File: src/soc_pkg.sv
package soc_pkg;

	// Bus words
	typedef logic [31:0] addr_t;
	typedef logic [31:0] data_t;

	// Top address nibble picks the slave
	typedef logic [3:0] region_t;

	localparam region_t REGION_RAM   = 4'h1;
	localparam region_t REGION_DMA   = 4'h9;
	localparam region_t REGION_TIMER = 4'hA;

	// AXI response codes
	typedef logic [1:0] resp_t;

	localparam resp_t RESP_OKAY   = 2'd0;
	localparam resp_t RESP_DECERR = 2'd3;

	//==================================================
	// Register offsets from address bits 3:2

	typedef enum logic [1:0] {
		DMA_SOURCE = 2'd0,
		DMA_DEST   = 2'd1,
		// Writing the count starts a copy
		DMA_COUNT  = 2'd2,
		// Bit 0 is busy
		DMA_STATUS = 2'd3
	} dma_reg_e;

	typedef enum logic [1:0] {
		// Read, or write to load the counter
		TIMER_COUNT   = 2'd0,
		TIMER_COMPARE = 2'd1,
		// Bit 0 is enable
		TIMER_CONTROL = 2'd2
	} timer_reg_e;

endpackage

File: src/soc_bus_if.sv
`timescale 1ns/1ns

interface soc_bus_if import soc_pkg::*; ();

	// Driven by the master and held until ready
	logic  request;
	logic  rw;         // high for a write
	addr_t address;
	data_t wdata;

	// Driven by the slave with a one-cycle ready pulse
	data_t rdata;
	logic  ready;

	modport master (
		output request,
		output rw,
		output address,
		output wdata,
		input  rdata,
		input  ready
	);

	modport slave (
		input  request,
		input  rw,
		input  address,
		input  wdata,
		output rdata,
		output ready
	);

endinterface

File: src/bus_access.sv
`timescale 1ns/1ns

module bus_access import soc_pkg::*; (
	input  logic      i_clock,
	input  logic      i_reset,

	// AXI4-Lite write channels
	input  logic      i_awvalid,
	output logic      o_awready,
	input  addr_t     i_awaddr,
	input  logic      i_wvalid,
	output logic      o_wready,
	input  data_t     i_wdata,
	output logic      o_bvalid,
	input  logic      i_bready,
	output resp_t     o_bresp,

	// AXI4-Lite read channels
	input  logic      i_arvalid,
	output logic      o_arready,
	input  addr_t     i_araddr,
	output logic      o_rvalid,
	input  logic      i_rready,
	output data_t     o_rdata,
	output resp_t     o_rresp,

	// Internal bus
	soc_bus_if.slave  dma_master_bus,
	soc_bus_if.master ram_bus,
	soc_bus_if.master dma_reg_bus,
	soc_bus_if.master timer_bus
);

	typedef enum logic [1:0] {
		S_IDLE,
		S_SLAVE,
		S_RESP,
		S_DMA_ERR
	} state_e;

	state_e  state;
	logic    prefer_dma;

	// Transaction taken in idle
	addr_t   op_address;
	data_t   op_wdata;
	logic    op_write;
	logic    op_dma;
	resp_t   resp_q;
	data_t   rdata_q;

	logic    axi_read;
	logic    axi_write;
	logic    grant_axi;
	logic    grant_dma;
	addr_t   in_address;
	region_t op_region;
	logic    sel_ram;
	logic    sel_dma;
	logic    sel_timer;
	logic    slave_ready;
	data_t   slave_rdata;

	function automatic logic is_mapped(region_t region);
		return region == REGION_RAM || region == REGION_DMA || region == REGION_TIMER;
	endfunction

	//==================================================
	// Round-robin arbitration between AXI and DMA

	assign axi_read = i_arvalid;
	assign axi_write = i_awvalid && i_wvalid;

	always_comb begin
		grant_axi = 1'b0;
		grant_dma = 1'b0;
		if (state == S_IDLE) begin
			grant_axi = (axi_read || axi_write) && (!dma_master_bus.request || !prefer_dma);
			grant_dma = dma_master_bus.request && !grant_axi;
		end
	end

	// Read goes first when both arrive
	assign o_arready = grant_axi && axi_read;
	assign o_awready = grant_axi && !axi_read;
	assign o_wready = o_awready;

	assign in_address = grant_dma ? dma_master_bus.address : (axi_read ? i_araddr : i_awaddr);

	always_ff @(posedge i_clock) begin
		if (i_reset) begin
			state <= S_IDLE;
			prefer_dma <= 1'b0;
		end else begin
			case (state)
				S_IDLE: begin
					if (grant_axi || grant_dma) begin
						prefer_dma <= grant_axi;
						if (is_mapped(in_address[31:28]))
							state <= S_SLAVE;
						else if (grant_dma)
							state <= S_DMA_ERR;
						else
							state <= S_RESP;
					end
				end
				S_SLAVE: begin
					if (slave_ready)
						state <= op_dma ? S_IDLE : S_RESP;
				end
				S_RESP: begin
					if ((o_bvalid && i_bready) || (o_rvalid && i_rready))
						state <= S_IDLE;
				end
				S_DMA_ERR: state <= S_IDLE;
			endcase
		end
	end

	always_ff @(posedge i_clock) begin
		if (grant_axi || grant_dma) begin
			op_address <= in_address;
			op_dma <= grant_dma;
			op_write <= grant_dma ? dma_master_bus.rw : !axi_read;
			op_wdata <= grant_dma ? dma_master_bus.wdata : i_wdata;
			// Unmapped access keeps these
			resp_q <= RESP_DECERR;
			rdata_q <= '0;
		end else if (state == S_SLAVE && slave_ready) begin
			resp_q <= RESP_OKAY;
			rdata_q <= slave_rdata;
		end
	end

	//==================================================
	// Region decode and slave fan-out

	assign op_region = op_address[31:28];
	assign sel_ram = op_region == REGION_RAM;
	assign sel_dma = op_region == REGION_DMA;
	assign sel_timer = op_region == REGION_TIMER;

	assign ram_bus.request = state == S_SLAVE && sel_ram;
	assign ram_bus.rw = op_write;
	assign ram_bus.address = {4'h0, op_address[27:0]};
	assign ram_bus.wdata = op_wdata;

	assign dma_reg_bus.request = state == S_SLAVE && sel_dma;
	assign dma_reg_bus.rw = op_write;
	assign dma_reg_bus.address = {4'h0, op_address[27:0]};
	assign dma_reg_bus.wdata = op_wdata;

	assign timer_bus.request = state == S_SLAVE && sel_timer;
	assign timer_bus.rw = op_write;
	assign timer_bus.address = {4'h0, op_address[27:0]};
	assign timer_bus.wdata = op_wdata;

	assign slave_ready = (sel_ram && ram_bus.ready) || (sel_dma && dma_reg_bus.ready) ||
		(sel_timer && timer_bus.ready);

	always_comb begin
		if (sel_ram)
			slave_rdata = ram_bus.rdata;
		else if (sel_dma)
			slave_rdata = dma_reg_bus.rdata;
		else if (sel_timer)
			slave_rdata = timer_bus.rdata;
		else
			slave_rdata = '0;
	end

	// DMA gets its answer straight from the slave or zero on a bad region
	assign dma_master_bus.ready = op_dma &&
		((state == S_SLAVE && slave_ready) || state == S_DMA_ERR);
	assign dma_master_bus.rdata = slave_rdata;

	assign o_bvalid = state == S_RESP && op_write;
	assign o_rvalid = state == S_RESP && !op_write;
	assign o_bresp = resp_q;
	assign o_rresp = resp_q;
	assign o_rdata = rdata_q;

	// Response held until taken
	assert property (@(posedge i_clock) disable iff (i_reset)
		o_rvalid && !i_rready |=> o_rvalid && $stable(o_rdata) && $stable(o_rresp));
	assert property (@(posedge i_clock) disable iff (i_reset)
		o_bvalid && !i_bready |=> o_bvalid && $stable(o_bresp));

	assert property (@(posedge i_clock) disable iff (i_reset)
		$onehot0({ram_bus.request, dma_reg_bus.request, timer_bus.request}));

endmodule

File: src/flat_wrapper.sv
// flat-port wrapper written by rule: the top's interface ports become plain ports
module bus_access_flat import soc_pkg::*;
  (i_clock, i_reset, i_awvalid, o_awready, i_awaddr, i_wvalid, o_wready, i_wdata, o_bvalid, i_bready, o_bresp, i_arvalid, o_arready, i_araddr, o_rvalid, i_rready, o_rdata, o_rresp, dma_master_bus_request, dma_master_bus_rw, dma_master_bus_address, dma_master_bus_wdata, dma_master_bus_rdata, dma_master_bus_ready, ram_bus_request, ram_bus_rw, ram_bus_address, ram_bus_wdata, ram_bus_rdata, ram_bus_ready, dma_reg_bus_request, dma_reg_bus_rw, dma_reg_bus_address, dma_reg_bus_wdata, dma_reg_bus_rdata, dma_reg_bus_ready, timer_bus_request, timer_bus_rw, timer_bus_address, timer_bus_wdata, timer_bus_rdata, timer_bus_ready);
  soc_bus_if dma_master_bus_i ();
  soc_bus_if ram_bus_i ();
  soc_bus_if dma_reg_bus_i ();
  soc_bus_if timer_bus_i ();
  input  logic i_clock;
  input  logic i_reset;
  input  logic i_awvalid;
  output logic o_awready;
  input  addr_t i_awaddr;
  input  logic i_wvalid;
  output logic o_wready;
  input  data_t i_wdata;
  output logic o_bvalid;
  input  logic i_bready;
  output resp_t o_bresp;
  input  logic i_arvalid;
  output logic o_arready;
  input  addr_t i_araddr;
  output logic o_rvalid;
  input  logic i_rready;
  output data_t o_rdata;
  output resp_t o_rresp;
  input wire logic [$bits(dma_master_bus_i.request)-1:0] dma_master_bus_request;
  input wire logic [$bits(dma_master_bus_i.rw)-1:0] dma_master_bus_rw;
  input wire logic [$bits(dma_master_bus_i.address)-1:0] dma_master_bus_address;
  input wire logic [$bits(dma_master_bus_i.wdata)-1:0] dma_master_bus_wdata;
  output wire logic [$bits(dma_master_bus_i.rdata)-1:0] dma_master_bus_rdata;
  output wire logic [$bits(dma_master_bus_i.ready)-1:0] dma_master_bus_ready;
  output wire logic [$bits(ram_bus_i.request)-1:0] ram_bus_request;
  output wire logic [$bits(ram_bus_i.rw)-1:0] ram_bus_rw;
  output wire logic [$bits(ram_bus_i.address)-1:0] ram_bus_address;
  output wire logic [$bits(ram_bus_i.wdata)-1:0] ram_bus_wdata;
  input wire logic [$bits(ram_bus_i.rdata)-1:0] ram_bus_rdata;
  input wire logic [$bits(ram_bus_i.ready)-1:0] ram_bus_ready;
  output wire logic [$bits(dma_reg_bus_i.request)-1:0] dma_reg_bus_request;
  output wire logic [$bits(dma_reg_bus_i.rw)-1:0] dma_reg_bus_rw;
  output wire logic [$bits(dma_reg_bus_i.address)-1:0] dma_reg_bus_address;
  output wire logic [$bits(dma_reg_bus_i.wdata)-1:0] dma_reg_bus_wdata;
  input wire logic [$bits(dma_reg_bus_i.rdata)-1:0] dma_reg_bus_rdata;
  input wire logic [$bits(dma_reg_bus_i.ready)-1:0] dma_reg_bus_ready;
  output wire logic [$bits(timer_bus_i.request)-1:0] timer_bus_request;
  output wire logic [$bits(timer_bus_i.rw)-1:0] timer_bus_rw;
  output wire logic [$bits(timer_bus_i.address)-1:0] timer_bus_address;
  output wire logic [$bits(timer_bus_i.wdata)-1:0] timer_bus_wdata;
  input wire logic [$bits(timer_bus_i.rdata)-1:0] timer_bus_rdata;
  input wire logic [$bits(timer_bus_i.ready)-1:0] timer_bus_ready;
  assign dma_master_bus_i.request = dma_master_bus_request;
  assign dma_master_bus_i.rw = dma_master_bus_rw;
  assign dma_master_bus_i.address = dma_master_bus_address;
  assign dma_master_bus_i.wdata = dma_master_bus_wdata;
  assign dma_master_bus_rdata = dma_master_bus_i.rdata;
  assign dma_master_bus_ready = dma_master_bus_i.ready;
  assign ram_bus_request = ram_bus_i.request;
  assign ram_bus_rw = ram_bus_i.rw;
  assign ram_bus_address = ram_bus_i.address;
  assign ram_bus_wdata = ram_bus_i.wdata;
  assign ram_bus_i.rdata = ram_bus_rdata;
  assign ram_bus_i.ready = ram_bus_ready;
  assign dma_reg_bus_request = dma_reg_bus_i.request;
  assign dma_reg_bus_rw = dma_reg_bus_i.rw;
  assign dma_reg_bus_address = dma_reg_bus_i.address;
  assign dma_reg_bus_wdata = dma_reg_bus_i.wdata;
  assign dma_reg_bus_i.rdata = dma_reg_bus_rdata;
  assign dma_reg_bus_i.ready = dma_reg_bus_ready;
  assign timer_bus_request = timer_bus_i.request;
  assign timer_bus_rw = timer_bus_i.rw;
  assign timer_bus_address = timer_bus_i.address;
  assign timer_bus_wdata = timer_bus_i.wdata;
  assign timer_bus_i.rdata = timer_bus_rdata;
  assign timer_bus_i.ready = timer_bus_ready;
  bus_access u_core (.i_clock(i_clock), .i_reset(i_reset), .i_awvalid(i_awvalid), .o_awready(o_awready), .i_awaddr(i_awaddr), .i_wvalid(i_wvalid), .o_wready(o_wready), .i_wdata(i_wdata), .o_bvalid(o_bvalid), .i_bready(i_bready), .o_bresp(o_bresp), .i_arvalid(i_arvalid), .o_arready(o_arready), .i_araddr(i_araddr), .o_rvalid(o_rvalid), .i_rready(i_rready), .o_rdata(o_rdata), .o_rresp(o_rresp), .dma_master_bus(dma_master_bus_i), .ram_bus(ram_bus_i), .dma_reg_bus(dma_reg_bus_i), .timer_bus(timer_bus_i));
endmodule
File: config.mk
export PLATFORM = sky130hd
export DESIGN_NAME = bus_access_flat
export DESIGN_NICKNAME = d
export VERILOG_FILES = /design/src/soc_pkg.sv /design/src/soc_bus_if.sv /design/src/bus_access.sv /design/src/flat_wrapper.sv
export SDC_FILE = /design/constraint.sdc
export NUM_CORES = 1
export LEC_CHECK = 0
export BUFFER_PORTS_ARGS = -buffer_cell sky130_fd_sc_hd__clkbuf_2
export CAP_MARGIN = 5
export CORE_AREA = 2 2 212 214
export DETAILED_ROUTE_END_ITERATION = 6
export DIE_AREA = 0 0 214 216
export PLACE_DENSITY = 0.51
export SYNTH_ARGS = -nofsm -noshare
export SYNTH_HDL_FRONTEND = slang
export SYNTH_SLANG_ARGS = --single-unit
export TNS_END_PERCENT = 10
File: constraint.sdc
create_clock -name i_clock -period 3.9 [get_ports i_clock]
set_input_delay 0.39 -clock i_clock [delete_from_list [all_inputs] [get_ports i_clock]]
set_output_delay 0.39 -clock i_clock [all_outputs]
set_load 0.02 [all_outputs]
==> reports/qor.csv <==
stage;metric;value;unit
finish;synthesis-to-finish area growth;33.46;%
floorplanning;Starting Density;15.79;%
detailed_routing;Routed WL;30670;um
worst_setup_path;crit start category;register;
finish;commonest non-fill, non-tap cell in the layout;clkbuf_2;
clocking;CTS tree;yes;
status;status;completed;
detailed_routing;DRT iter0 DRCs;257;
finish;multi-input logic area;2749;um^2
synthesis;FF+latch count, synth;102;
floorplanning;FP Rows;77;
sta;Final Max Slew Viols;0;
grt;first-pass GRT wire length;43320;um
clocking;Worst-path clk slew;70;ps
placed_design;port bufs;527;
grt;initial antenna violation count;6;
sta;final period utilization;82.34;%
synthesis;Synth Warn #;0;
worst_setup_path;crit-path max FO;35;
finish;Finished Cell Area;9238;um^2
clocking;clock sinks;102;
clocking;Num CTS Buffers;9;
sta;TNS Setup;0;ps
sta;clock skew;13.38;ps
sta;final setup vio count;0;
clocking;Hold Buf Count CTS;0;
synthesis;ys async rst share;0;%
power_and_ir_drop;Leak Pwr;4.476;nW
clocking;Root Buffer;clkbuf_16;
synthesis;register area share after synthesis;39.05;%
placed_design;Detailed Place HPWL;24560;um
clocking;CTS resizes;0;
sta;fin crit period;3211;ps
job;Max-Cap Viols;0;
worst_setup_path;critical path arrival;2820;ps
detailed_routing;vias per cell;3.950;
clocking;worst skew pair latency;380;ps
grt;gr usage total;12.78;%
clocking;worst-case clock buffer depth;2;
power_and_ir_drop;Max IR drop VDD;0.0002451;V
sta;RSZ-0062 raised after global routing;false;
synthesis;EDFF count, synth;66;
grt;GRT Residual Overflow;0;
sta;final hold vios;0;
floorplanning;Die X;214;um
clocking;setup bufs post-CTS;0;
finish;fillcell total;4895;
grt;number of global-route vias before repair;6692;
worst_setup_path;CP Capture Type;output port;
worst_hold_path;Hold Path Class;in2reg;
floorplanning;IO Pins;540;
grt;largest net degree at the start of global routing;89;
power_and_ir_drop;Power Dens Cells;588.8;nW/um^2
synthesis;Mapped Cells;760;
worst_setup_path;Worst EP required;3510;ps
sta;worst setup margin;688.9;ps
detailed_routing;detailed-route DRC error count;0;
sta;relative slew slack;36.51;%
detailed_routing;DR vias;6723;
floorplanning;Die H;216;um
detailed_routing;TritonRoute pass-1 iters;6;
detailed_routing;remaining antenna violation count after routing;0;
synthesis;synth unique cells;43;
finish;nets;1369;
finish;number of cells in the finished layout apart from fillers;1702;
placed_design;DP Area;8936;um^2
floorplanning;core footprint;43840;um^2
worst_setup_path;Crit Path Class;reg2out;
synthesis;Post-synth top flop;edfxtp_1;
finish;flip-flop and latch area;2703;um^2
sta;Fmax;0.3114;GHz
placed_design;setup slack at placement;998.8;ps
clocking;H-tree depth;3;
synthesis;Mapped Area;6922;um^2
synthesis;syn_area_per_cell;9.107;um^2
finish;share of cells above drive strength 1;51.36;%
sta;slew of the pin with the lowest slew margin;952.4;ps
placed_design;placed insts;1682;
floorplanning;DIE AREA;46220;um^2
detailed_routing;Avg WL per Cell;18.02;um
placed_design;RePlAce Congestion;0.9202;
finish;most frequent cells in the layout;clkbuf_2 (527), nand2_1 (126), edfxtp_1 (66);
per-layer routing:
| metal | up-vias | global-route usage [%] | share of wire, % |
|---|---|---|---|
| li1 | 3188 | - | - |
| met1 | 3124 | 14.78 | 42 |
| met2 | 364 | 21.20 | 47 |
| met3 | 43 | 3.848 | 7.5 |
| met4 | 4 | 6.900 | 3.8 |
| met5 | - | 0 | 0.085 |
cell type report:
cell class              instances  share of cell area (%)
multi-input cells             445                   29.76
repair buffers                539                   29.53
flip-flops and latches        102                   29.26
well taps                     592                   8.018
clock buffers                  10                   2.479
clock inverters                 6                  0.6772
inverters                       4                  0.1761
diodes                          4                  0.1084
registers in the layout (all words and copies together) (netlist names):
name                      count
u_core.prefer_dma             1
u_core.o_rdata               32
u_core.op_address            32
u_core.op_dma                 1
u_core.dma_reg_bus.wdata     32
u_core.state                  2
u_core.dma_reg_bus.rw         1
u_core.o_bresp                1
report_power, final:
group	internal, W	leakage (nW)	switching, W	total, W
logic	0.000810	3.39	0.00193	0.00274
clock network	0.000497	0.138	0.000457	0.000954
registers	0.00149	0.944	0.000260	0.00175
through the flow:
stage | hold slack [ps] | power (W) | util, %
after floorplan | 439.5 | 0.003979 | -
after global placement | 454.1 | 0.004552 | 20.39
after detailed placement | 468.5 | 0.004557 | 20.39
after CTS | 226.0 | 0.005552 | 21.05
after global routing | 253.3 | 0.005720 | 21.07
final | 264.5 | 0.005439 | 21.07
synth_stat cells (5+ instances only):
| cell type | count | area, um^2 |
|---|---|---|
| dfxtp_1 | 36 | 720.7 |
| o21a_1 | 32 | 240.2 |
| nand2_1 | 126 | 473.0 |
| mux2i_1 | 33 | 330.3 |
| a22o_1 | 32 | 280.3 |
| buf_4 | 167 | 1254 |
| buf_6 | 5 | 56.30 |
| o2111ai_1 | 32 | 280.3 |
| o21ai_0 | 58 | 290.3 |
| nand2b_1 | 37 | 231.5 |
| edfxtp_1 | 66 | 1982 |
| buf_2 | 23 | 115.1 |
| nor2_1 | 9 | 33.78 |
| clkbuf_1 | 22 | 82.58 |
| a21oi_1 | 38 | 190.2 |
logic make-up (layout without fill, tap and decap cells):
logic type | after synthesis | in the layout | synth area share, %
buffers and inverters | 224 | 559 | 22.16
AOI/OAI and AO/OA | 209 | 209 | 20.90
and+or+nand+nor | 189 | 189 | 12.74
DFF | 102 | 102 | 39.05
muxes | 35 | 35 | 5.098
other | 1 | 16 | 0.05418
final timing paths:
check / to / slack [ps] / depth (start not counted) / startpoint
hold / removal: u_core.dma_reg_bus.wdata[29] / 260 / 3 / dma_master_bus_wdata[29]
hold reg to reg: u_core.o_rdata[3] / 470 / 2 / u_core.o_rdata[3]
setup reg to reg: u_core.o_rdata[8] / 1330 / 4 / u_core.op_address[31]
setup / recovery: dma_master_bus_ready / 690 / 4 / u_core.op_address[31]
worst max-delay path: stages, from the launching register on:
cell and delay [ps]:
edfxtp_1 580, and4bb_2 890, a22o_4 580, o211a_1 210, clkbuf_2 170
(Power assumes the default switching activity.)
