File: config.mk
export PLATFORM = sky130hd
export DESIGN_NAME = timer_flat
export DESIGN_NICKNAME = d
export VERILOG_FILES = /design/src/soc_pkg.sv /design/src/soc_bus_if.sv /design/src/timer.sv /design/src/flat_wrapper.sv
export SDC_FILE = /design/constraint.sdc
export NUM_CORES = 1
export LEC_CHECK = 0
export BUFFER_PORTS_ARGS = -buffer_cell sky130_fd_sc_hd__buf_2
export CORE_MARGIN = 1.5
export CORE_UTILIZATION = 40
export CTS_CLUSTER_SIZE = 25
export DETAILED_ROUTE_END_ITERATION = 8
export SYNTH_ARGS = -nofsm -noshare
export SYNTH_HDL_FRONTEND = slang
export SYNTH_SLANG_ARGS = --single-unit
File: constraint.sdc
create_clock -name i_clock -period 6.6 [get_ports i_clock]
set_clock_uncertainty 0.2 [all_clocks]
set_input_delay 1.65 -clock i_clock [delete_from_list [all_inputs] [get_ports i_clock]]
set_output_delay 1.65 -clock i_clock [all_outputs]
set_load 0.01 [all_outputs]
File: src/soc_pkg.sv
package soc_pkg;

	// Bus words
	typedef logic [31:0] addr_t;
	typedef logic [31:0] data_t;

	// Top address nibble picks the slave
	typedef logic [3:0] region_t;

	localparam region_t REGION_RAM   = 4'h1;
	localparam region_t REGION_DMA   = 4'h9;
	localparam region_t REGION_TIMER = 4'hA;

	// AXI response codes
	typedef logic [1:0] resp_t;

	localparam resp_t RESP_OKAY   = 2'd0;
	localparam resp_t RESP_DECERR = 2'd3;

	//==================================================
	// Register offsets from address bits 3:2

	typedef enum logic [1:0] {
		DMA_SOURCE = 2'd0,
		DMA_DEST   = 2'd1,
		// Writing the count starts a copy
		DMA_COUNT  = 2'd2,
		// Bit 0 is busy
		DMA_STATUS = 2'd3
	} dma_reg_e;

	typedef enum logic [1:0] {
		// Read, or write to load the counter
		TIMER_COUNT   = 2'd0,
		TIMER_COMPARE = 2'd1,
		// Bit 0 is enable
		TIMER_CONTROL = 2'd2
	} timer_reg_e;

endpackage

File: src/soc_bus_if.sv
`timescale 1ns/1ns

interface soc_bus_if import soc_pkg::*; ();

	// Driven by the master and held until ready
	logic  request;
	logic  rw;         // high for a write
	addr_t address;
	data_t wdata;

	// Driven by the slave with a one-cycle ready pulse
	data_t rdata;
	logic  ready;

	modport master (
		output request,
		output rw,
		output address,
		output wdata,
		input  rdata,
		input  ready
	);

	modport slave (
		input  request,
		input  rw,
		input  address,
		input  wdata,
		output rdata,
		output ready
	);

endinterface

File: src/timer.sv
`timescale 1ns/1ns

module timer import soc_pkg::*; #(
	parameter int TICK_DIVIDER = 4
) (
	input logic      i_clock,
	input logic      i_reset,
	soc_bus_if.slave regs,
	output logic     o_interrupt
);

	localparam int PRESCALE_WIDTH = (TICK_DIVIDER > 1) ? $clog2(TICK_DIVIDER) : 1;

	logic [PRESCALE_WIDTH-1:0] prescale;
	data_t      count;
	data_t      compare;
	data_t      rdata_q;
	logic       enable;
	logic       ready_q;
	logic       reg_access;
	logic       tick;
	timer_reg_e reg_sel;

	assign reg_sel = timer_reg_e'(regs.address[3:2]);
	assign reg_access = regs.request && !ready_q;
	assign tick = enable && prescale == PRESCALE_WIDTH'(TICK_DIVIDER - 1);

	always_ff @(posedge i_clock) begin
		if (i_reset) begin
			ready_q <= 1'b0;
			enable <= 1'b0;
			prescale <= '0;
			count <= '0;
		end else begin
			ready_q <= reg_access;
			if (enable)
				prescale <= tick ? '0 : prescale + 1'b1;
			if (tick)
				count <= count + 32'd1;
			// A bus load wins over the tick
			if (reg_access && regs.rw) begin
				case (reg_sel)
					TIMER_COUNT: begin
						count <= regs.wdata;
						prescale <= '0;
					end
					TIMER_CONTROL: enable <= regs.wdata[0];
					default: ;
				endcase
			end
		end
	end

	always_ff @(posedge i_clock) begin
		if (reg_access && regs.rw && reg_sel == TIMER_COMPARE)
			compare <= regs.wdata;
		if (reg_access) begin
			case (reg_sel)
				TIMER_COUNT:   rdata_q <= count;
				TIMER_COMPARE: rdata_q <= compare;
				TIMER_CONTROL: rdata_q <= {31'b0, enable};
				default:       rdata_q <= '0;
			endcase
		end
	end

	assign regs.ready = ready_q;
	assign regs.rdata = rdata_q;

	// Level that stays up until compare moves past count
	assign o_interrupt = enable && (count >= compare);

endmodule

File: src/flat_wrapper.sv
// flat-port wrapper written by rule: the top's interface ports become plain ports
module timer_flat import soc_pkg::*;
#(
	parameter int TICK_DIVIDER = 4
)
  (i_clock, i_reset, o_interrupt, regs_request, regs_rw, regs_address, regs_wdata, regs_rdata, regs_ready);
  soc_bus_if regs_i ();
  input logic i_clock;
  input logic i_reset;
  output logic o_interrupt;
  input wire logic [$bits(regs_i.request)-1:0] regs_request;
  input wire logic [$bits(regs_i.rw)-1:0] regs_rw;
  input wire logic [$bits(regs_i.address)-1:0] regs_address;
  input wire logic [$bits(regs_i.wdata)-1:0] regs_wdata;
  output wire logic [$bits(regs_i.rdata)-1:0] regs_rdata;
  output wire logic [$bits(regs_i.ready)-1:0] regs_ready;
  assign regs_i.request = regs_request;
  assign regs_i.rw = regs_rw;
  assign regs_i.address = regs_address;
  assign regs_i.wdata = regs_wdata;
  assign regs_rdata = regs_i.rdata;
  assign regs_ready = regs_i.ready;
  timer #(.TICK_DIVIDER(TICK_DIVIDER)) u_core (.i_clock(i_clock), .i_reset(i_reset), .regs(regs_i), .o_interrupt(o_interrupt));
endmodule
==> results by group, run 1 <==
GRT
  • Initial antenna violation count: 0
  • First-pass GRT wire length: approximately 18000 um
  • Met1 usage: 21.5%
  • Total Routing Usage GR: 17.4%
  • M3 GR Usage: 3.32%
  • Vias in the first global route: 3680
  • Met2 Use GR: 30.4%
  • GRT Residual Overflow: 0
  • Gr busiest metal: met2
  • Largest net degree at the start of global routing: 64

Drt
  • Total wire length: roughly 11000 um
  • Number of vias per cell: 5.09
  • Router iterations before antenna repair: 4
  • Routed vias: 3646
  • Drt wl/cell: approximately 15 um
  • Starting DRT DRC Count: about 140
  • Routed Antenna Nets: 0
  • DRC errors left: 0

Yosys
  • Register area share after synthesis: 51.7%
  • Number of synthesis warnings: 0
  • Post-synth top area share: between 30% and 40%
  • Syn Area/Cell: about 11 sq um
  • Cells after Synth: 480
  • Area leader, netlist: edfxtp_1
  • Ys flop type: edfxtp_1
  • Ys async rst share: 0%
  • Distinct cells, synth: 41
  • Mapped Nets: 582
  • Number of synthesized flops with an enable pin: 64
  • Seq cells post-synth: 100
  • Post-Syn Area: 5120 sq um
  • Top post-synthesis cells by area: edfxtp_1, dfxtp_1, ha_1

Worst setup path
  • WS Path Type: flop to output port
  • Worst EP arrival: approximately 2.4 ns
  • Critical Path RT: 4.75 ns
  • Startpoint type of the worst setup path: flop
  • CP max FO: 3
  • CP Capture Type: output port

CTS
  • CTS resizes: 0
  • CTS sink count: 100
  • Root Buffer: clkbuf_16
  • Post-CTS Setup Repair Bufs: 0
  • Cts hold-fix bufs: 0
  • CTS H-tree lvls: 3
  • Total CTS buffers: 9
  • Max Root-Sink Buffers: 2
  • Clock transition at path regs: 0.07 ns
  • Worst-skew pair later-pin latency: 0.35 ns
  • CTS tree: yes

Worst hold path
  • Min-delay worst type: flop to flop

Timing
  • Worst rel slew slack: about a quarter
  • Max-slew violations: 0
  • Setup Viol. Count Final: 0
  • Setup WS post-layout: 2.33 ns
  • Fin crit share: 64.6%
  • F_max: 234 MHz
  • RSZ-0062 raised after global routing: no
  • Hold Fails Final Rpt: 0
  • Fin crit period: around 4.3 ns
  • Slew at the pin closest to its max-slew limit: 1.11 ns
  • Setup TNS: 0 ns

Outcome
  • Status: completed

Placement
  • DP Worst Slack: 2.61 ns
  • Placer congestion estimate: 0.824
  • Hpwl dp: 7410 um
  • PortBufs: 71

Power
  • PD cells: 231 nW/um^2
  • VDD IR max: a little under 0.1 mV
  • Leak: 0.00244 uW

Final layout
  • Antenna diodes: 0
  • Nets: 642
  • Commonest non-fill, non-tap cell in the layout: buf_2
  • Most frequent cells in the layout: buf_2, nor2_1, edfxtp_1
  • Layout Area Growth over Synthesis: 16.0%
  • Ratio of cells with drive above 1 in the final layout: 17.4%

Run
  • Max-Cap Viols: 0

Floorplanning
  • Die area: between 10000 and 15000 sq um
  • Die width: 116 um
  • Initial Util: 40.7%
  • Die Y: 116 um
  • I/O Pins: roughly 100
  • Core Footprint: 12600 sq um
  • FP Rows: between 40 and 50
==> through the flow <==
step           hold WS, ns  cell area (sq um)  instances  util (%)  power (uW)
2_1_floorplan        0.302               5120        480         -         775
3_3_place_gp         0.314               5620        701      44.7         816
3_5_place_dp         0.323               5620        701      44.7         818
4_1_cts              0.338               5940        717      47.2        1380
5_1_grt              0.365               5940        717      47.2        1430
6_report             0.340               5940        717      47.2        1370
==> power breakdown <==
part,leakage [uW],internal [uW],total (uW),switching [uW]
registers,0.000903,689,704,14.4
logic,0.00139,41.0,99.3,58.4
clock network,0.000153,341,568,227
==> synth_stat cells (3+ instances only) <==
| master | n |
|---|---|
| xnor2_1 | 21 |
| and4_1 | 8 |
| a21oi_1 | 11 |
| mux2i_1 | 35 |
| nor4_1 | 6 |
| nor3_1 | 12 |
| or3_1 | 10 |
| nand4_1 | 5 |
| nand2_1 | 22 |
| inv_1 | 42 |
| and3_1 | 3 |
| nor2_1 | 68 |
| ha_1 | 34 |
| o21ai_0 | 9 |
| nand3_1 | 10 |
| a211oi_1 | 26 |
| buf_1 | 3 |
| xor2_1 | 5 |
| dfxtp_1 | 36 |
| clkbuf_1 | 20 |
| edfxtp_1 | 64 |
| a311oi_1 | 5 |
==> path summary, 6_finish.rpt <==
kind,startpoint,cells after the start,slack (ns),end
hold reg to reg,u_core.prescale[1]$_SDFF_PP0_,2,0.34,u_core.prescale[1]$_SDFF_PP0_
hold / removal,u_core.prescale[1]$_SDFF_PP0_,2,0.34,u_core.prescale[1]$_SDFF_PP0_
setup / recovery,u_core.count[0]$_SDFF_PP0_,8,2.33,o_interrupt
setup reg to reg,u_core.enable$_SDFFE_PP0P_,5,3.59,u_core.count[29]$_SDFF_PP0_
==> cells by family after synthesis <==
logic type	share of synthesized area, %
simple gates	15.1
flops	51.7
buf+inv	4.99
compound gates	8.61
mux	6.85
fa+ha+maj	8.32
xor+xnor	4.45
==> critical path: stages, from the launching register on <==
cell and delay [ns]:
dfxtp_1 0.36, inv_1 0.09, ha_1 0.26, nand2b_1 0.14, a2111oi_0 0.39, o21ai_0 0.19, a21oi_1 0.30, o21ai_0 0.17
buf_2 0.17
==> layout make-up <==
class,count,area [sq um]
flip-flops and latches,100,2640
clock inverters,5,76.3
multi-input cells,314,2230
repair buffers,73,370
fillers,1171,6630
well taps,172,215
inverters,42,158
clock buffers,11,243
==> state kept, by name (all words and copies together) (netlist names) <==
name,cells
u_core.regs.rdata,32
u_core.regs.ready,1
u_core.enable,1
u_core.count,32
u_core.compare,32
u_core.prescale,2
==> metal layers <==
metal  vias up  wire length (um)
li1       1852                 -
met1      1715              4920
met2        64              5420
met3        15               335
met4         0               175
met5         -                 0
Power figures use the tool's default switching activity.
==> run 2: changes to the inputs <==
==> constraint.sdc (replaced) <==
create_clock -name i_clock -period 3.4 [get_ports i_clock]
set_clock_uncertainty 0.2 [all_clocks]
set_input_delay 0.85 -clock i_clock [delete_from_list [all_inputs] [get_ports i_clock]]
set_output_delay 0.85 -clock i_clock [all_outputs]
set_load 0.01 [all_outputs]
==> results by group, run 2 (synthesized netlist as in run 1, its figures left out) <==
Timing
  • Hold Fails Final Rpt: 0
  • Fin crit share: a little over nine tenths
  • Fin crit period: about 3.3 ns
  • Worst rel slew slack: 52.0%
  • Setup Viol. Count Final: 0
  • Max-slew violations: 0
  • Setup WS post-layout: 0.133 ns
  • F_max: 306 MHz
  • Slew at the pin closest to its max-slew limit: 0.720 ns
  • RSZ-0062 raised after global routing: no
  • Setup TNS: 0 ns

GRT
  • GRT Residual Overflow: 0
  • Vias in the first global route: 3589
  • Largest net degree at the start of global routing: 37
  • First-pass GRT wire length: 17900 um
  • Initial antenna violation count: 0
  • Total Routing Usage GR: 17.3%

Floorplanning
  • Initial Util: 40.7%
  • Die width: 116 um
  • Core Footprint: approximately 13000 sq um
  • FP Rows: 41
  • I/O Pins: 102
  • Die area: 13500 sq um
  • Die Y: between 100 and 150 um

Drt
  • Starting DRT DRC Count: between 100 and 150
  • Routed Antenna Nets: 0
  • Router iterations before antenna repair: 4
  • Total wire length: 10900 um
  • Drt wl/cell: 15.0 um
  • Routed vias: about 3700
  • DRC errors left: 0
  • Number of vias per cell: slightly above 5

Placement
  • Hpwl dp: between 7000 and 8000 um
  • Placed Cells: just over 700
  • DP Worst Slack: 0.434 ns
  • Placer congestion estimate: 0.797
  • PortBufs: 71

Run
  • Max-Cap Viols: 0

Power
  • PD cells: 419 nW/um^2
  • Leak: 0.00246 uW
  • VDD IR max: 0.195 mV
  • Pwr Total: 2490 uW

Final layout
  • Nets: ~650
  • Antenna diodes: 0
  • Number of fill cells: around 1200
  • Final std cells w/o fill: around 720
  • Layout Area Growth over Synthesis: 16.2%
  • Most frequent cells in the layout: buf_2, nor2_1, edfxtp_1
  • Ratio of cells with drive above 1 in the final layout: a little under a fifth
  • Commonest non-fill, non-tap cell in the layout: buf_2

CTS
  • Root Buffer: clkbuf_16
  • CTS tree: yes
  • Max Root-Sink Buffers: 2
  • CTS sink count: 100
  • Worst-skew pair later-pin latency: 0.34 ns
  • Clock transition at path regs: 0.07 ns
  • Cts hold-fix bufs: 0
  • Post-CTS Setup Repair Bufs: 0
  • Total CTS buffers: 9
  • CTS H-tree lvls: 3

Worst setup path
  • WS Path Type: flop to output port
  • Crit path max-delay cell type: edfxtp_1
  • Crit-path cells: inv_1 -> ha_1 -> and4_1 -> a31o_2 -> a221o_1 -> a21oi_1 -> o21ai_1 -> buf_2
  • Worst EP arrival: 2.22 ns
  • Critical Path RT: around 2.4 ns
  • CP Capture Type: output port
  • CP max FO: 3
  • Worst path max stage delay: 0.35 ns
  • Startpoint type of the worst setup path: flop

Worst hold path
  • Min-delay worst type: flop to flop

Outcome
  • Status: completed
-- run 2: metrics by stage --
| step | utilization (%) | hold slack [ns] | cell area (sq um) |
|---|---|---|---|
| after floorplan | - | 0.302 | 5130 |
| after global placement | 45.2 | 0.315 | 5680 |
| after detailed placement | 45.2 | 0.334 | 5680 |
| after CTS | 47.2 | 0.347 | 5940 |
| after global routing | 47.3 | 0.372 | 5950 |
| final | 47.3 | 0.347 | 5950 |
-- run 2: power breakdown --
group / switching, uW / internal [uW]
combinational: 116 / 82.5
clock: 440 / 489
sequential: 27.7 / 1340
-- run 2: worst paths after layout --
check,from,depth (start not counted),end,slack [ns]
hold / removal,u_core.count[1]$_SDFF_PP0_,2,u_core.count[1]$_SDFF_PP0_,0.35
setup reg to reg,u_core.count[7]$_SDFF_PP0_,5,u_core.count[29]$_SDFF_PP0_,0.62
hold reg to reg,u_core.count[1]$_SDFF_PP0_,2,u_core.count[1]$_SDFF_PP0_,0.35
setup / recovery,u_core.compare[14]$_DFFE_PP_,8,o_interrupt,0.13
-- run 2: cell type report --
type	instances	area, sq um	share of cell area, %
inverters	42	158	2.65
multi-input cells	314	2240	37.8
clock buffers	10	229	3.85
well taps	172	215	3.62
clock inverters	6	31.3	0.526
flip-flops and latches	100	2650	44.5
repair buffers	80	423	7.11
-- run 2: layer usage --
metal  part of all wire (%)  GRT usage (%)  up-vias  wire length, um
met5                      0              0        -                0
met1                     46           22.6     1748             5040
met4                    2.1           7.80        0              232
li1                       -              -     1858                -
met3                    4.4           3.11       18              482
met2                     47           28.4       80             5090
-- run 2: repair_timing --
action	in CTS	in global routing
gates resized for setup	0	4
endpoints found under the hold margin	0	0
endpoints found under the setup margin	0	1
-- run 2: critical path, delay by kind of cell, from the launching register on --
kind,cells,cell delay [ns]
buf+inv,2,0.20
fa+ha+maj,1,0.31
flops,1,0.35
compound gates,4,0.78
simple gates,1,0.23
==> run 3: changes to the inputs <==
--- a/config.mk
+++ b/config.mk
@@ -5,7 +5,9 @@
 export SDC_FILE = /design/constraint.sdc
 export NUM_CORES = 1
 export LEC_CHECK = 0
+export ABC_AREA = 1
 export BUFFER_PORTS_ARGS = -buffer_cell sky130_fd_sc_hd__buf_2
+export CORE_ASPECT_RATIO = 0.7
 export CORE_MARGIN = 1.5
 export CORE_UTILIZATION = 40
 export CTS_CLUSTER_SIZE = 25
==> results by group, run 3 <==
Yosys
  • Seq cells post-synth: 100
  • Syn Area/Cell: 8.40 sq um
  • Mapped Nets: roughly 760
  • Most frequent cell after synthesis: nand2_1
  • Ys async rst share: 0%
  • Distinct cells, synth: 30
  • Post-Syn Area: 5500 sq um
  • Ys flop type: edfxtp_1
  • Top post-synthesis cells by area: edfxtp_1, dfxtp_1, nand2_1
  • Number of synthesis warnings: 0
  • Area leader, netlist: edfxtp_1
  • Synth cell count leaders: nand2_1, inv_1, edfxtp_1
  • Number of synthesized flops with an enable pin: 64
  • Post-synth top area share: between 30% and 40%
  • Register area share after synthesis: 48.1%
  • Cells after Synth: 654

Run
  • Max-Cap Viols: 0

Placement
  • Placer congestion estimate: 0.890
  • PortBufs: between 70 and 80
  • Hpwl dp: 10100 um
  • DP Worst Slack: 0.664 ns

Final layout
  • Most frequent cells in the layout: nand2_1, inv_1, buf_2
  • Layout Area Growth over Synthesis: 15.6%
  • Antenna diodes: 0
  • Ratio of cells with drive above 1 in the final layout: 15.6%
  • Commonest non-fill, non-tap cell in the layout: nand2_1
  • Nets: approximately 830

GRT
  • Total Routing Usage GR: around a fifth
  • GRT Residual Overflow: 0
  • First-pass GRT wire length: 22500 um
  • Largest net degree at the start of global routing: 34
  • Initial antenna violation count: 0
  • Vias in the first global route: 4423

Worst hold path
  • Min-delay worst type: flop to flop

Timing
  • F_max: 315 MHz
  • Worst hold margin: 0.280 ns
  • Setup TNS: 0 ns
  • Fin crit period: 3.17 ns
  • Max-slew violations: 0
  • Fin crit share: just over 90%
  • Slew at the pin closest to its max-slew limit: 0.483 ns
  • Worst rel slew slack: 67.8%
  • RSZ-0062 raised after global routing: no
  • Setup Viol. Count Final: 0
  • Hold Fails Final Rpt: 0
  • Setup WS post-layout: 0.226 ns

Drt
  • DRC errors left: 0
  • Total wire length: 14100 um
  • Routed vias: between 4000 and 5000
  • Routed Antenna Nets: 0
  • Router iterations before antenna repair: 5
  • Starting DRT DRC Count: 358
  • Drt wl/cell: between 15 and 20 um
  • Number of vias per cell: 5.00

CTS
  • Clock transition at path regs: 0.07 ns
  • CTS H-tree lvls: 3
  • CTS sink count: 100
  • CTS resizes: 0
  • Max Root-Sink Buffers: 2
  • CTS tree: yes
  • Cts hold-fix bufs: 0
  • Worst-skew pair later-pin latency: between 0.3 and 0.4 ns
  • Root Buffer: clkbuf_16
  • Post-CTS Setup Repair Bufs: 0
  • Total CTS buffers: 9

Floorplanning
  • Core Footprint: 13300 sq um
  • Die area: 14500 sq um
  • Initial Util: 41.4%
  • Die Y: 101 um
  • I/O Pins: 102
  • FP Rows: 35
  • Die width: between 100 and 150 um

Worst setup path
  • WS Path Type: flop to output port
  • Worst EP arrival: 2.12 ns
  • CP Capture Type: output port
  • Critical Path RT: 2.35 ns
  • CP max FO: 6
  • Startpoint type of the worst setup path: flop

Power
  • PD cells: 422 nW/um^2
  • VDD IR max: ~0.26 mV
  • Leak: 0.00297 uW

Outcome
  • Status: completed
==> run 3: cell types whose count changed after synthesis, moves of 20 or more <==
cell,change
a211oi_1,-26
inv_1,+70
mux2i_1,-35
nand2_1,+161
nand3_1,+29
nor2_1,-20
o22ai_1,+24
==> run 3: critical path, cell delays in order (launching register included) <==
cell	delay, ns
dfxtp_1	0.46
inv_1	0.07
ha_1	0.28
nand4_1	0.14
nor2_1	0.12
nor2_1	0.05
nand2_1	0.07
nand2_1	0.05
nand2_1	0.11
nand2_1	0.06
a21oi_1	0.19
buf_2	0.17
==> run 3: where the power goes <==
part / switching, uW / leakage, uW / internal (uW) / total [uW]
Sequential: 36.4 / 0.000904 / 1350 / 1380
Combinational: 166 / 0.00193 / 94.5 / 261
Clock: 465 / 0.000141 / 573 / 1040
==> run 3: area by class of cell <==
class / count / area [sq um]
Fill cell: 1282 / 6920
Sequential cell: 100 / 2640
Multi-Input combinational cell: 427 / 2340
Inverter: 114 / 433
Timing Repair Buffer: 78 / 408
Tap cell: 185 / 231
Clock buffer: 10 / 229
Clock inverter: 6 / 63.8
==> run 3: per-layer routing <==
layer | share of wire (%) | routed length [um] | up-vias | track usage (%)
li1 | - | - | 2303 | -
met1 | 49 | 6900 | 2119 | 30.0
met2 | 42 | 5960 | 165 | 29.8
met3 | 7.4 | 1040 | 16 | 4.51
met4 | 1.2 | 175 | 0 | 6.66
met5 | 0 | 0 | - | 0
==> run 3: kinds of logic after synthesis <==
family	Yosys count	share of synthesized area (%)
AND/OR/NAND/NOR	305	24.7
buffers and inverters	127	9.52
flip-flops	100	48.1
AO/OA/AOI/OAI	80	8.67
adder cells (fa/ha/maj)	34	7.74
XOR/XNOR	8	1.28
==> run 3: path summary, 6_finish.rpt <==
kind	slack [ns]	from	depth (start not counted)	end
min	0.28	u_core.prescale[1]$_SDFF_PP0_	2	u_core.prescale[1]$_SDFF_PP0_
max	0.23	u_core.count[0]$_SDFF_PP0_	11	o_interrupt
min reg2reg	0.28	u_core.prescale[1]$_SDFF_PP0_	2	u_core.prescale[1]$_SDFF_PP0_
max reg2reg	1.21	u_core.count[0]$_SDFF_PP0_	10	u_core.count[30]$_SDFF_PP0_
==> run 3: metrics by stage <==
step                      instances  power (uW)  util (%)  area [sq um]
after floorplan                 654        1560         -          5510
after global placement          904        1660      45.7          6060
after detailed placement        904        1670      45.7          6060
after CTS                       920        2700      47.9          6350
after global routing            920        2790      47.9          6350
final                           920        2680      47.9          6350
